[src/common/csr_cfg_pkg.sv]
`default_nettype none

/*
 * Shared widths, buffer codes and configuration word layouts for the
 * CSR index configuration loader
 */
package csr_cfg_pkg;

    // Memory response word
    localparam int DATA_W     = 32;
    localparam int ADDR_W     = 32;
    localparam int SHIFT_W    = 5;
    localparam int BUF_TYPE_W = 4;

    // Buffer types that carry configuration
    localparam logic [BUF_TYPE_W-1:0] BUF_CU_SETUP     = 4'd1;
    localparam logic [BUF_TYPE_W-1:0] BUF_ENGINE_SETUP = 4'd2;

    // Record fields
    localparam int CMD_W         = 4;
    localparam int ID_BUFFER_W   = 4;
    localparam int ID_BUFFER_LSB = 8;
    localparam int FLAGS_W       = 5;

    // Configuration sequence and engine window
    localparam int SEQ_WORDS = 16;
    localparam int SLOT_W    = $clog2(SEQ_WORDS);

    // Record FIFO
    localparam int FIFO_DEPTH = 16;
    localparam int FIFO_PTR_W = $clog2(FIFO_DEPTH);
    localparam int FIFO_CNT_W = $clog2(FIFO_DEPTH + 1);

    // Sum of all record field widths
    localparam int RECORD_W = FLAGS_W + 4 * DATA_W + SHIFT_W + 1 + CMD_W + BUF_TYPE_W
                            + ID_BUFFER_W;

    // One data word, read differently depending on its slot
    typedef union packed {
        logic [DATA_W-1:0] value;
        struct packed {
            logic [DATA_W-FLAGS_W-1:0] unused;
            logic                      mode_break;
            logic                      mode_buffer;
            logic                      mode_sequence;
            logic                      decrement;
            logic                      increment;
        } flags;
        struct packed {
            logic                        direction;
            logic [DATA_W-SHIFT_W-2:0]   unused;
            logic [SHIFT_W-1:0]          granularity;
        } shift;
        struct packed {
            logic [DATA_W-BUF_TYPE_W-CMD_W-1:0] unused;
            logic [BUF_TYPE_W-1:0]              buffer_type;
            logic [CMD_W-1:0]                   cmd;
        } target;
        struct packed {
            logic [DATA_W-ID_BUFFER_W-ID_BUFFER_LSB-1:0] unused_hi;
            logic [ID_BUFFER_W-1:0]                      id_buffer;
            logic [ID_BUFFER_LSB-1:0]                    unused_lo;
        } buffer;
    } cfg_word_u;

endpackage

`default_nettype wire

[src/design/cfg_record_assembler.sv]
`timescale 1ns/1ps
`default_nettype none

/*
 * Record assembler. Decodes slot words 0 to 7 into configuration fields
 * and emits the packed record when the sequence completes
 */
module cfg_record_assembler
    import csr_cfg_pkg::*;
(
    input  logic                 ap_clk,
    input  logic                 areset_csr_index_generator,
    input  logic                 slot_valid,
    input  logic [SEQ_WORDS-1:0] slot_onehot,
    input  logic [DATA_W-1:0]    slot_data,
    input  logic                 seq_done,
    output logic                 record_valid,
    output logic [RECORD_W-1:0]  record_data
);

    cfg_word_u word;

    logic [FLAGS_W-1:0]     flags_r;
    logic [DATA_W-1:0]      index_start_r;
    logic [DATA_W-1:0]      index_end_r;
    logic [DATA_W-1:0]      stride_r;
    logic [SHIFT_W-1:0]     granularity_r;
    logic                   direction_r;
    logic [CMD_W-1:0]       cmd_r;
    logic [BUF_TYPE_W-1:0]  buffer_type_r;
    logic [ID_BUFFER_W-1:0] id_buffer_r;
    logic [DATA_W-1:0]      array_size_r;

    assign word = slot_data;

    // ------------------------------------------------------------------------
    // Field decode per slot
    // ------------------------------------------------------------------------
    always_ff @(posedge ap_clk) begin
        if (slot_valid) begin
            if (slot_onehot[0]) begin
                flags_r <= {word.flags.mode_break, word.flags.mode_buffer,
                            word.flags.mode_sequence, word.flags.decrement,
                            word.flags.increment};
            end
            if (slot_onehot[1]) begin
                index_start_r <= word.value;
            end
            if (slot_onehot[2]) begin
                index_end_r <= word.value;
            end
            if (slot_onehot[3]) begin
                stride_r <= word.value;
            end
            if (slot_onehot[4]) begin
                granularity_r <= word.shift.granularity;
                direction_r   <= word.shift.direction;
            end
            if (slot_onehot[5]) begin
                cmd_r         <= word.target.cmd;
                buffer_type_r <= word.target.buffer_type;
            end
            if (slot_onehot[6]) begin
                id_buffer_r <= word.buffer.id_buffer;
            end
            if (slot_onehot[7]) begin
                array_size_r <= word.value;
            end
            // Slots 8 to 15 carry no fields
        end
    end

    // ------------------------------------------------------------------------
    // Record output
    // ------------------------------------------------------------------------
    always_ff @(posedge ap_clk) begin
        if (areset_csr_index_generator) begin
            record_valid <= 1'b0;
        end else begin
            record_valid <= seq_done;
        end
    end

    // Snapshot so a following sequence cannot disturb the pushed record
    always_ff @(posedge ap_clk) begin
        if (seq_done) begin
            record_data <= {flags_r, index_start_r, index_end_r, stride_r,
                            granularity_r, direction_r, cmd_r, buffer_type_r,
                            id_buffer_r, array_size_r};
        end
    end

endmodule

`default_nettype wire

[src/design/cfg_record_fifo.sv]
`timescale 1ns/1ps
`default_nettype none

/*
 * Record FIFO. Circular buffer of finished configuration records with a
 * registered read port
 */
module cfg_record_fifo
    import csr_cfg_pkg::*;
(
    input  logic                ap_clk,
    input  logic                areset_csr_index_generator,
    input  logic                record_valid,
    input  logic [RECORD_W-1:0] record_data,
    input  logic                cfg_rd_en,
    output logic                cfg_valid,
    output logic [RECORD_W-1:0] cfg_record,
    output logic                cfg_empty,
    output logic                cfg_full
);

    logic [RECORD_W-1:0]   mem [FIFO_DEPTH];
    logic [FIFO_PTR_W-1:0] wr_ptr;
    logic [FIFO_PTR_W-1:0] rd_ptr;
    logic [FIFO_CNT_W-1:0] count;
    logic                  push;
    logic                  pop;

    assign cfg_empty = (count == '0);
    assign cfg_full  = (count == FIFO_CNT_W'(FIFO_DEPTH));

    // Writes while full and reads while empty are dropped
    assign push = record_valid && !cfg_full;
    assign pop  = cfg_rd_en && !cfg_empty;

    always_ff @(posedge ap_clk) begin
        if (areset_csr_index_generator) begin
            wr_ptr    <= '0;
            rd_ptr    <= '0;
            count     <= '0;
            cfg_valid <= 1'b0;
        end else begin
            cfg_valid <= pop;
            if (push) begin
                wr_ptr <= wr_ptr + 1'b1;
            end
            if (pop) begin
                rd_ptr <= rd_ptr + 1'b1;
            end
            case ({push, pop})
                2'b10:   count <= count + 1'b1;
                2'b01:   count <= count - 1'b1;
                default: count <= count;
            endcase
        end
    end

    // Storage and read data
    always_ff @(posedge ap_clk) begin
        if (push) begin
            mem[wr_ptr] <= record_data;
        end
        if (pop) begin
            cfg_record <= mem[rd_ptr];
        end
    end

    a_no_write_when_full : assert property (
        @(posedge ap_clk) disable iff (areset_csr_index_generator)
        record_valid |-> !cfg_full
    ) else $error("configuration record lost, record FIFO full");

endmodule

`default_nettype wire

[src/design/cfg_response_filter.sv]
`timescale 1ns/1ps
`default_nettype none

/*
 * Response filter. Keeps setup-type words whose sequence number falls in
 * this engine's window and tags them with their index inside it
 */
module cfg_response_filter
    import csr_cfg_pkg::*;
#(
    parameter int unsigned SEQ_BASE = 0
) (
    input  logic                  ap_clk,
    input  logic                  areset_csr_index_generator,
    input  logic                  resp_valid,
    input  logic [ADDR_W-1:0]     resp_offset,
    input  logic [SHIFT_W-1:0]    resp_shift,
    input  logic [BUF_TYPE_W-1:0] resp_buffer_type,
    input  logic [DATA_W-1:0]     resp_data,
    output logic                  word_valid,
    output logic [SLOT_W-1:0]     word_index,
    output logic [DATA_W-1:0]     word_data
);

    localparam logic [ADDR_W-1:0] SEQ_LO = ADDR_W'(SEQ_BASE);
    localparam logic [ADDR_W-1:0] SEQ_HI = ADDR_W'(SEQ_BASE + SEQ_WORDS);

    logic [ADDR_W-1:0] seq_num;
    logic              is_setup;
    logic              in_window;

    // Word offset scaled down to a sequence number
    assign seq_num   = resp_offset >> resp_shift;
    assign is_setup  = (resp_buffer_type == BUF_CU_SETUP) ||
                       (resp_buffer_type == BUF_ENGINE_SETUP);
    assign in_window = (seq_num >= SEQ_LO) && (seq_num < SEQ_HI);

    always_ff @(posedge ap_clk) begin
        if (areset_csr_index_generator) begin
            word_valid <= 1'b0;
        end else begin
            word_valid <= resp_valid && is_setup && in_window;
        end
    end

    // Relative index within the window
    always_ff @(posedge ap_clk) begin
        word_index <= SLOT_W'(seq_num - SEQ_LO);
        word_data  <= resp_data;
    end

endmodule

`default_nettype wire

[src/design/cfg_slot_tracker.sv]
`timescale 1ns/1ps
`default_nettype none

/*
 * Slot tracker. Follows a configuration sequence one-hot, one slot per
 * accepted word, and flags the last slot
 */
module cfg_slot_tracker
    import csr_cfg_pkg::*;
(
    input  logic                 ap_clk,
    input  logic                 areset_csr_index_generator,
    input  logic                 word_valid,
    input  logic [SLOT_W-1:0]    word_index,
    input  logic [DATA_W-1:0]    word_data,
    output logic                 slot_valid,
    output logic [SEQ_WORDS-1:0] slot_onehot,
    output logic [DATA_W-1:0]    slot_data,
    output logic                 seq_done
);

    // Zero while idle, otherwise the slot of the previous word
    logic [SEQ_WORDS-1:0] slot_pos;
    logic [SEQ_WORDS-1:0] next_pos;
    logic                 active;
    logic                 accept;

    assign active   = |slot_pos;
    assign next_pos = active ? (slot_pos << 1) : SEQ_WORDS'(1);
    // An idle tracker only opens on index 0
    assign accept   = word_valid && (active || (word_index == '0));

    always_ff @(posedge ap_clk) begin
        if (areset_csr_index_generator) begin
            slot_pos    <= '0;
            slot_valid  <= 1'b0;
            slot_onehot <= '0;
            seq_done    <= 1'b0;
        end else begin
            slot_valid <= accept;
            seq_done   <= accept && next_pos[SEQ_WORDS-1];
            if (accept) begin
                slot_onehot <= next_pos;
                // Back to idle after the last slot
                slot_pos    <= next_pos[SEQ_WORDS-1] ? '0 : next_pos;
            end
        end
    end

    always_ff @(posedge ap_clk) begin
        slot_data <= word_data;
    end

    a_slot_pos_onehot0 : assert property (
        @(posedge ap_clk) disable iff (areset_csr_index_generator)
        $onehot0(slot_pos)
    ) else $error("slot tracker position not one-hot: %h", slot_pos);

endmodule

`default_nettype wire

[src/design/csr_index_configure.sv]
`timescale 1ns/1ps
`default_nettype none

/*
 * CSR index generator configuration loader. Filters memory responses,
 * assembles configuration records and queues them for the consumer
 */
module csr_index_configure
    import csr_cfg_pkg::*;
#(
    parameter int unsigned SEQ_BASE = 0
) (
    input  logic                   ap_clk,
    input  logic                   areset_csr_index_generator,
    input  logic                   resp_valid,
    input  logic [ADDR_W-1:0]      resp_offset,
    input  logic [SHIFT_W-1:0]     resp_shift,
    input  logic [BUF_TYPE_W-1:0]  resp_buffer_type,
    input  logic [DATA_W-1:0]      resp_data,
    input  logic                   cfg_rd_en,
    output logic                   cfg_valid,
    output logic                   cfg_empty,
    output logic                   cfg_full,
    output logic [FLAGS_W-1:0]     cfg_flags,
    output logic [DATA_W-1:0]      cfg_index_start,
    output logic [DATA_W-1:0]      cfg_index_end,
    output logic [DATA_W-1:0]      cfg_stride,
    output logic [DATA_W-1:0]      cfg_array_size,
    output logic [SHIFT_W-1:0]     cfg_granularity,
    output logic                   cfg_direction,
    output logic [CMD_W-1:0]       cfg_cmd,
    output logic [BUF_TYPE_W-1:0]  cfg_buffer_type,
    output logic [ID_BUFFER_W-1:0] cfg_id_buffer
);

    logic                 word_valid;
    logic [SLOT_W-1:0]    word_index;
    logic [DATA_W-1:0]    word_data;
    logic                 slot_valid;
    logic [SEQ_WORDS-1:0] slot_onehot;
    logic [DATA_W-1:0]    slot_data;
    logic                 seq_done;
    logic                 record_valid;
    logic [RECORD_W-1:0]  record_data;
    logic [RECORD_W-1:0]  cfg_record;

    // ------------------------------------------------------------------------
    // Response path to finished records
    // ------------------------------------------------------------------------
    cfg_response_filter #(
        .SEQ_BASE(SEQ_BASE)
    ) cfg_response_filter_i (
        .ap_clk                    (ap_clk),
        .areset_csr_index_generator(areset_csr_index_generator),
        .resp_valid                (resp_valid),
        .resp_offset               (resp_offset),
        .resp_shift                (resp_shift),
        .resp_buffer_type          (resp_buffer_type),
        .resp_data                 (resp_data),
        .word_valid                (word_valid),
        .word_index                (word_index),
        .word_data                 (word_data)
    );

    cfg_slot_tracker cfg_slot_tracker_i (
        .ap_clk                    (ap_clk),
        .areset_csr_index_generator(areset_csr_index_generator),
        .word_valid                (word_valid),
        .word_index                (word_index),
        .word_data                 (word_data),
        .slot_valid                (slot_valid),
        .slot_onehot               (slot_onehot),
        .slot_data                 (slot_data),
        .seq_done                  (seq_done)
    );

    cfg_record_assembler cfg_record_assembler_i (
        .ap_clk                    (ap_clk),
        .areset_csr_index_generator(areset_csr_index_generator),
        .slot_valid                (slot_valid),
        .slot_onehot               (slot_onehot),
        .slot_data                 (slot_data),
        .seq_done                  (seq_done),
        .record_valid              (record_valid),
        .record_data               (record_data)
    );

    cfg_record_fifo cfg_record_fifo_i (
        .ap_clk                    (ap_clk),
        .areset_csr_index_generator(areset_csr_index_generator),
        .record_valid              (record_valid),
        .record_data               (record_data),
        .cfg_rd_en                 (cfg_rd_en),
        .cfg_valid                 (cfg_valid),
        .cfg_record                (cfg_record),
        .cfg_empty                 (cfg_empty),
        .cfg_full                  (cfg_full)
    );

    // Same field order as the assembler packs
    assign {cfg_flags, cfg_index_start, cfg_index_end, cfg_stride,
            cfg_granularity, cfg_direction, cfg_cmd, cfg_buffer_type,
            cfg_id_buffer, cfg_array_size} = cfg_record;

endmodule

`default_nettype wire

[config.mk]
export PLATFORM = sky130hd
export DESIGN_NAME = csr_index_configure
export DESIGN_NICKNAME = d
export VERILOG_FILES = /design/src/common/csr_cfg_pkg.sv /design/src/design/cfg_record_assembler.sv /design/src/design/cfg_record_fifo.sv /design/src/design/cfg_response_filter.sv /design/src/design/cfg_slot_tracker.sv /design/src/design/csr_index_configure.sv
export SDC_FILE = /design/constraint.sdc
export NUM_CORES = 2
export LEC_CHECK = 0
export BUFFER_PORTS_ARGS = -buffer_cell sky130_fd_sc_hd__buf_2
export CELL_PAD_IN_SITES_DETAIL_PLACEMENT = 1
export CELL_PAD_IN_SITES_GLOBAL_PLACEMENT = 1
export CORE_AREA = 2 2 638 386
export CTS_CLUSTER_SIZE = 24
export DETAILED_ROUTE_END_ITERATION = 12
export DIE_AREA = 0 0 640 388
export HOLD_SLACK_MARGIN = 0.05
export PLACE_DENSITY = 0.73
export SLEW_MARGIN = 20
export SYNTH_ARGS = -nofsm -noshare
export SYNTH_HDL_FRONTEND = slang
export SYNTH_SLANG_ARGS = --single-unit
[constraint.sdc]
create_clock -name ap_clk -period 26.8 [get_ports ap_clk]
set_input_delay 6.7 -clock ap_clk [delete_from_list [all_inputs] [get_ports ap_clk]]
set_output_delay 6.7 -clock ap_clk [all_outputs]
set_load 0.01 [all_outputs]
-- Word level (Yosys, flattened, before mapping)
Memory sizes are Yosys's and may differ from the RTL's. A register that Yosys moved wholly into a read port is not among the register bits.
Index checks and enable logic that the tools add are counted.
- register bits: 412
- bits in writable memories: 2416
- output and inout port bits: 154
- word-level logic and storage cells: 65
- memories kept: 1
- add/subtract/negate cells: 4
- $lt $le $gt $ge: 2
- equal/unequal tests: 5
- shifts and indexed selects: 1
- muxes and demuxes: 5
- reductions and logical operators: 23
- memories (name ; words ; bits a word ; rd ports ; clocked after Yosys merged registers in ; wr ports ; line ; RTL):
    cfg_record_fifo_i.mem ; 16 ; 151 ; 1 ; 1 ; 1 ; cfg_record_fifo.sv:22 ; logic [RECORD_W-1:0] mem [FIFO_DEPTH];
- operators by type and width (kind ; count):
    $ge A32 B1 Y1 const B ; 1
    $lt A32 B5 Y1 const B ; 1
    $shr A32 B5 Y32 ; 1
    $mux W16 ; 1
    $reduce_and A2 Y1 ; 8
    $reduce_or A16 Y1 ; 1
    $mux W15 ; 1
    $pmux W5 S2 ; 1
    $add A4 B1 Y4 const B ; 2
    $logic_and A1 B1 Y1 ; 7
    $add A5 B1 Y5 const B ; 1
    $eq A5 B5 Y1 const B ; 1
    $logic_not A5 Y1 ; 1
    $sub A5 B1 Y5 const B ; 1
    $eq A4 B1 Y1 const B ; 1
    $eq A4 B2 Y1 const B ; 1
    $logic_not A4 Y1 ; 1
    $eq A2 B1 Y1 const B ; 1
    $eq A2 B2 Y1 const B ; 1
    $logic_not A1 Y1 ; 2
    $logic_or A1 B1 Y1 ; 2
    $mux W1 ; 2
    $reduce_bool A2 Y1 ; 1

-- Logic depth before layout (Yosys ltp)
- depth after elaboration: 5
- depth in mapped cells: 14

-- Hierarchy
A second synthesis with hierarchy kept.
- cells, all modules: 4673
- area total of the unflattened synthesis: 109090.9 um^2
- by module, submodules not included (module ; times used ; cells each ; area each (um^2) ; sequential area each (um^2)):
    cfg_record_fifo ; 1 ; 3957 ; 95491.6 ; 77364.2
    cfg_record_assembler ; 1 ; 312 ; 9145.0 ; 9088.7
    cfg_response_filter ; 1 ; 223 ; 2358.5 ; 740.7
    cfg_slot_tracker ; 1 ; 181 ; 2095.8 ; 1301.2

-- Worst setup path before layout
Ideal clock, no wire load.
- path type: register to register
- start point: register cfg_record_fifo_i.count[0]
- end point: memory cfg_record_fifo_i.mem[3][0] (netlist bit) (enable)
- arrival time: 11.264 ns
- slack: 14.690 ns
- cell stages (with the launch flop): 7
- buffers on the path: 1
- period minus slack after synthesis: 12.110 ns
- cells stage by stage: dfxtp_1 -> inv_1 -> nand3_1 -> and2_1 -> clkbuf_1 -> nand2_1 -> nor3_1
- word-level cells in the longest chain between the ends: 5
- ends and longest elaborated chain (item ; line ; RTL):
    from (decl) ; cfg_record_fifo.sv:25 ; logic [FIFO_CNT_W-1:0] count;
    from (signal assigned) ; cfg_record_fifo.sv:51 ; 2'b10: count <= count + 1'b1;
    from (signal assigned) ; cfg_record_fifo.sv:52 ; 2'b01: count <= count - 1'b1;
    from (signal assigned) ; cfg_record_fifo.sv:53 ; default: count <= count;
    $eq A5 B5 Y1 ; cfg_record_fifo.sv:30 ; assign cfg_full = (count == FIFO_CNT_W'(FIFO_DEPTH));
    $logic_not A1 Y1 ; cfg_record_fifo.sv:33 ; assign push = record_valid && !cfg_full;
    $logic_and A1 B1 Y1 ; cfg_record_fifo.sv:33 ;
    $mux W1 ; cfg_record_fifo.sv:60 ; if (push) begin
    $mux W1 (implied by the code) ; cfg_record_fifo.sv:61 ; mem[wr_ptr] <= record_data;
    to (decl) ; cfg_record_fifo.sv:22 ;
No other way between the ends.

-- Worst setup path after layout
- start point: register cfg_record_fifo_i.count[0]
- end point: output port cfg_empty
- word-level cells in the longest chain between the ends: 1
- ends and longest elaborated chain (item ; line ; RTL):
    $logic_not A5 Y1 ; cfg_record_fifo.sv:29 ; assign cfg_empty = (count == '0);
    to (decl) ; csr_index_configure.sv:22 ; output logic cfg_empty,
No other way between the ends.

==> impl_metrics.json <==
{
  "drc": 0,
  "reg2reg_depth": 6,
  "whs_ps": 326,
  "p_leak_nw": 36.9,
  "yosysWarnings": 0,
  "synthTopCellsByArea": "edfxtp_1 (79%), mux4_2 (16%), dfxtp_1 (2.0%)",
  "hold_viol": 0,
  "rsz0062_at_grt": "no",
  "antenna_found_initial": 27,
  "die_w_um": 640,
  "pwr-share-comb": 0.004,
  "pwr_density_cell_nw_per_um2": 72.6,
  "synth_common_cells": "edfxtp_1 (2869), mux4_2 (748), clkbuf_1 (113), dfxtp_1 (109), nor2_1 (62)",
  "required_ps": 20100,
  "ctsHoldBuffers": 0,
  "clock_latency_ps": 840,
  "synth_ff_type": "edfxtp_1",
  "arrival_ps": 2070,
  "grt_max_degree": 108,
  "ant_nets": 0,
  "fp-row-count": 140,
  "clock-skew-final_ps": 64.3,
  "final_cells": 8199,
  "layout-drive-gt1-share": 0.301,
  "area_growth_pct": 12.9,
  "worstHoldEndpoint": "cfg_slot_tracker_i.slot_data[6]$_DFF_P_",
  "crit_path_max_fanout": 4,
  "fin_setup_tns_ps": 0,
  "postCtsSetupBuffers": 0,
  "p_int_mw": 7.19,
  "globalplace.congestion": 0.743,
  "grt_overflow": 0,
  "ios": 231,
  "start_kind": "flop",
  "synth_top_area_share": 0.794,
  "cts.sinks": 2978,
  "p_switching_mw": 1.72,
  "drt-vias-per-instance": 5.94,
  "cts_tree": "yes",
  "initial_core_util": 0.449,
  "chipHeight_um": 388,
  "peakVddDrop_uv": 45.0,
  "drt_iter0_markers": 6437,
  "track_usage": 0.219,
  "synth_cell_types": 58,
  "synth_nets": 4400,
  "synth_top_area_cell": "edfxtp_1",
  "yosysMostFrequentCell": "edfxtp_1",
  "clock.fmax_ghz": 0.114,
  "relSlewSlack": 0.220,
  "slew_violations": 0,
  "synth_area_um2": 109000,
  "critPathKind": "reg2out",
  "dp_hpwl_mm": 142,
  "status": "complete, no violations",
  "ys_seq_area_frac": 0.814,
  "synth_seq_cells": 2978,
  "drt_pass1_iterations": 7,
  "finalSetupViolCount": 0,
  "end_kind": "primary output",
  "wl_mm": 271,
  "numPlacedInstances": 7699,
  "reg2reg_slack_ps": 21280,
  "grt_first_pass_wirelength_mm": 386,
  "timing.final.crit_period_ps": 8770,
  "reg2reg_from": "cfg_record_fifo_i.rd_ptr[1]$_SDFFE_PP0P_",
  "hold_start": "cfg_response_filter_i.word_data[6]$_DFF_P_",
  "htreeDepth": 5,
  "syn_area_per_cell_um2": 25.2,
  "finalCritPeriodShare": 0.327,
  "fillers": 20800,
  "dieArea_um2": 248000,
  "drt-wirelength-per-cell_um": 33.0,
  "pwr-share-seq": 0.567,
  "final_nets": 4796,
  "cts_root_buf": "clkbuf_16",
  "rr_endpoint": "cfg_record_fifo_i.cfg_record[31]$_DFFE_PP_",
  "tightest_slew_ps": 1170,
  "swShare": 0.193,
  "pwr-share-clk": 0.429,
  "port-buffer-count": 230,
  "holdPathStages": 0,
  "grt_pass1_vias": 51300,
  "post_cts_resize_count": 0,
  "via_count": 48700,
  "ys_async_sr_fraction": 0,
  "cts_buffers": 273,
  "synth_edf_count": 2869,
  "synth_cells": 4313,
  "core_um2": 242000,
  "max-cap-violations": 0,
  "hold_path.class": "reg2reg",
  "clkTransAtPathRegs_ps": 60,
  "ctsLongestPathBuffers": 4
}
==> metrics by stage <==
step                area [um2]  utilization  power (mW)  setup WS, ps
global route            123000        0.507        9.13         17860
finish                  123000        0.507        8.90         18030
global placement        114000        0.471        5.18         17210
detailed placement      114000        0.471        5.18         17170
CTS                     123000        0.507        8.96         17960
floorplan               109000            -        5.15         14690
==> state kept, by name, summed over array words and instances, names as in the netlist, 4 cells and up <==
register	flops
cfg_record_assembler_i.array_size_r	32
cfg_record_assembler_i.buffer_type_r	4
cfg_record_assembler_i.cmd_r	4
cfg_record_assembler_i.flags_r	5
cfg_record_assembler_i.granularity_r	5
cfg_record_assembler_i.id_buffer_r	4
cfg_record_assembler_i.index_end_r	32
cfg_record_assembler_i.index_start_r	32
cfg_record_assembler_i.record_data	151
cfg_record_assembler_i.stride_r	32
cfg_record_fifo_i.cfg_record	151
cfg_record_fifo_i.count	5
cfg_record_fifo_i.mem	2416
cfg_record_fifo_i.rd_ptr	4
cfg_record_fifo_i.wr_ptr	4
cfg_response_filter_i.word_data	32
cfg_response_filter_i.word_index	4
cfg_slot_tracker_i.slot_data	32
cfg_slot_tracker_i.slot_onehot	8
cfg_slot_tracker_i.slot_pos	15
==> cells by family (layout without fill, tap and decap cells) <==
| logic type | count (synthesis) | in the layout | share of synthesized area |
|---|---|---|---|
| flops | 2978 | 2978 | 0.814 |
| mux | 799 | 799 | 0.160 |
| buf+inv | 221 | 817 | 0.00852 |
| simple gates | 175 | 175 | 0.00801 |
| compound gates | 120 | 120 | 0.00735 |
| fa+ha+maj | 10 | 10 | 0.00122 |
| xor+xnor | 10 | 10 | 0.000807 |
| other cells | 0 | 24 | 0 |
==> how the worst max path moves through the flow <==
stage / startpoint / endpoint / depth (start not counted)
after detailed placement: cfg_rd_en / cfg_record_fifo_i.count[4]$_SDFFE_PP0P_ / 12
final: cfg_record_fifo_i.count[0]$_SDFFE_PP0P_ / cfg_empty / 3
after global routing: cfg_rd_en / cfg_record_fifo_i.count[4]$_SDFFE_PP0P_ / 12
after floorplan: cfg_record_fifo_i.count[0]$_SDFFE_PP0P_ / cfg_record_fifo_i.mem[3][0]$_DFFE_PP_ / 6
after CTS: cfg_record_fifo_i.count[0]$_SDFFE_PP0P_ / cfg_empty / 3
after global placement: cfg_rd_en / cfg_record_fifo_i.count[4]$_SDFFE_PP0P_ / 12
==> layout by cell type (no fill, tap or decap), types with 9 or more instances in the layout <==
cell type  count
a211oi_1      15
a21oi_1       39
a22oi_1       18
buf_12        14
buf_2        230
buf_4         79
bufinv_16     18
clkbuf_1      64
clkbuf_16    288
clkinv_1      49
clkinv_2      32
dfxtp_1      102
diode_2       24
edfxtp_1    2869
ha_1           9
inv_1         17
inv_6          9
mux2i_1       38
mux4_2       748
nand2_1       29
nor2_1        50
nor2_4        12
nor2b_1       21
o21ai_0       17
==> per-layer routing <==
| metal | track usage | routed length (um) | vias up |
|---|---|---|---|
| met4 | 0.0522 | 6310 | 10 |
| met2 | 0.342 | 129000 | 2514 |
| li1 | - | - | 19300 |
| met1 | 0.309 | 108000 | 26500 |
| met5 | 0 | 62 | - |
| met3 | 0.0597 | 27500 | 399 |
==> layout make-up <==
type                    instances  area [um2]  area share
multi-input cells            1114       19400       0.159
flip-flops and latches       2978       88400       0.721
well taps                    3266        4090      0.0333
inverters                      18        75.1    0.000612
clock buffers                 355        7480      0.0610
repair buffers                324        2050      0.0167
diodes                         24        60.1    0.000490
clock inverters               120        1070     0.00875
==> worst max-delay path, stage by stage (launching register included) <==
cell	delay, ps
dfxtp_1	350
or4_1	560
nor2_1	170
buf_2	160
==> power groups by stage <==
stage               sequential [mW]  combinational, mW  clock [mW]
CTS                            5.04             0.0365        3.88
finish                         5.04             0.0366        3.82
floorplan                      5.13             0.0195           0
global placement               5.15             0.0351           0
detailed placement             5.15             0.0363           0
global route                   5.04             0.0399        4.04
No activity file was read; power rests on OpenSTA's default activity.
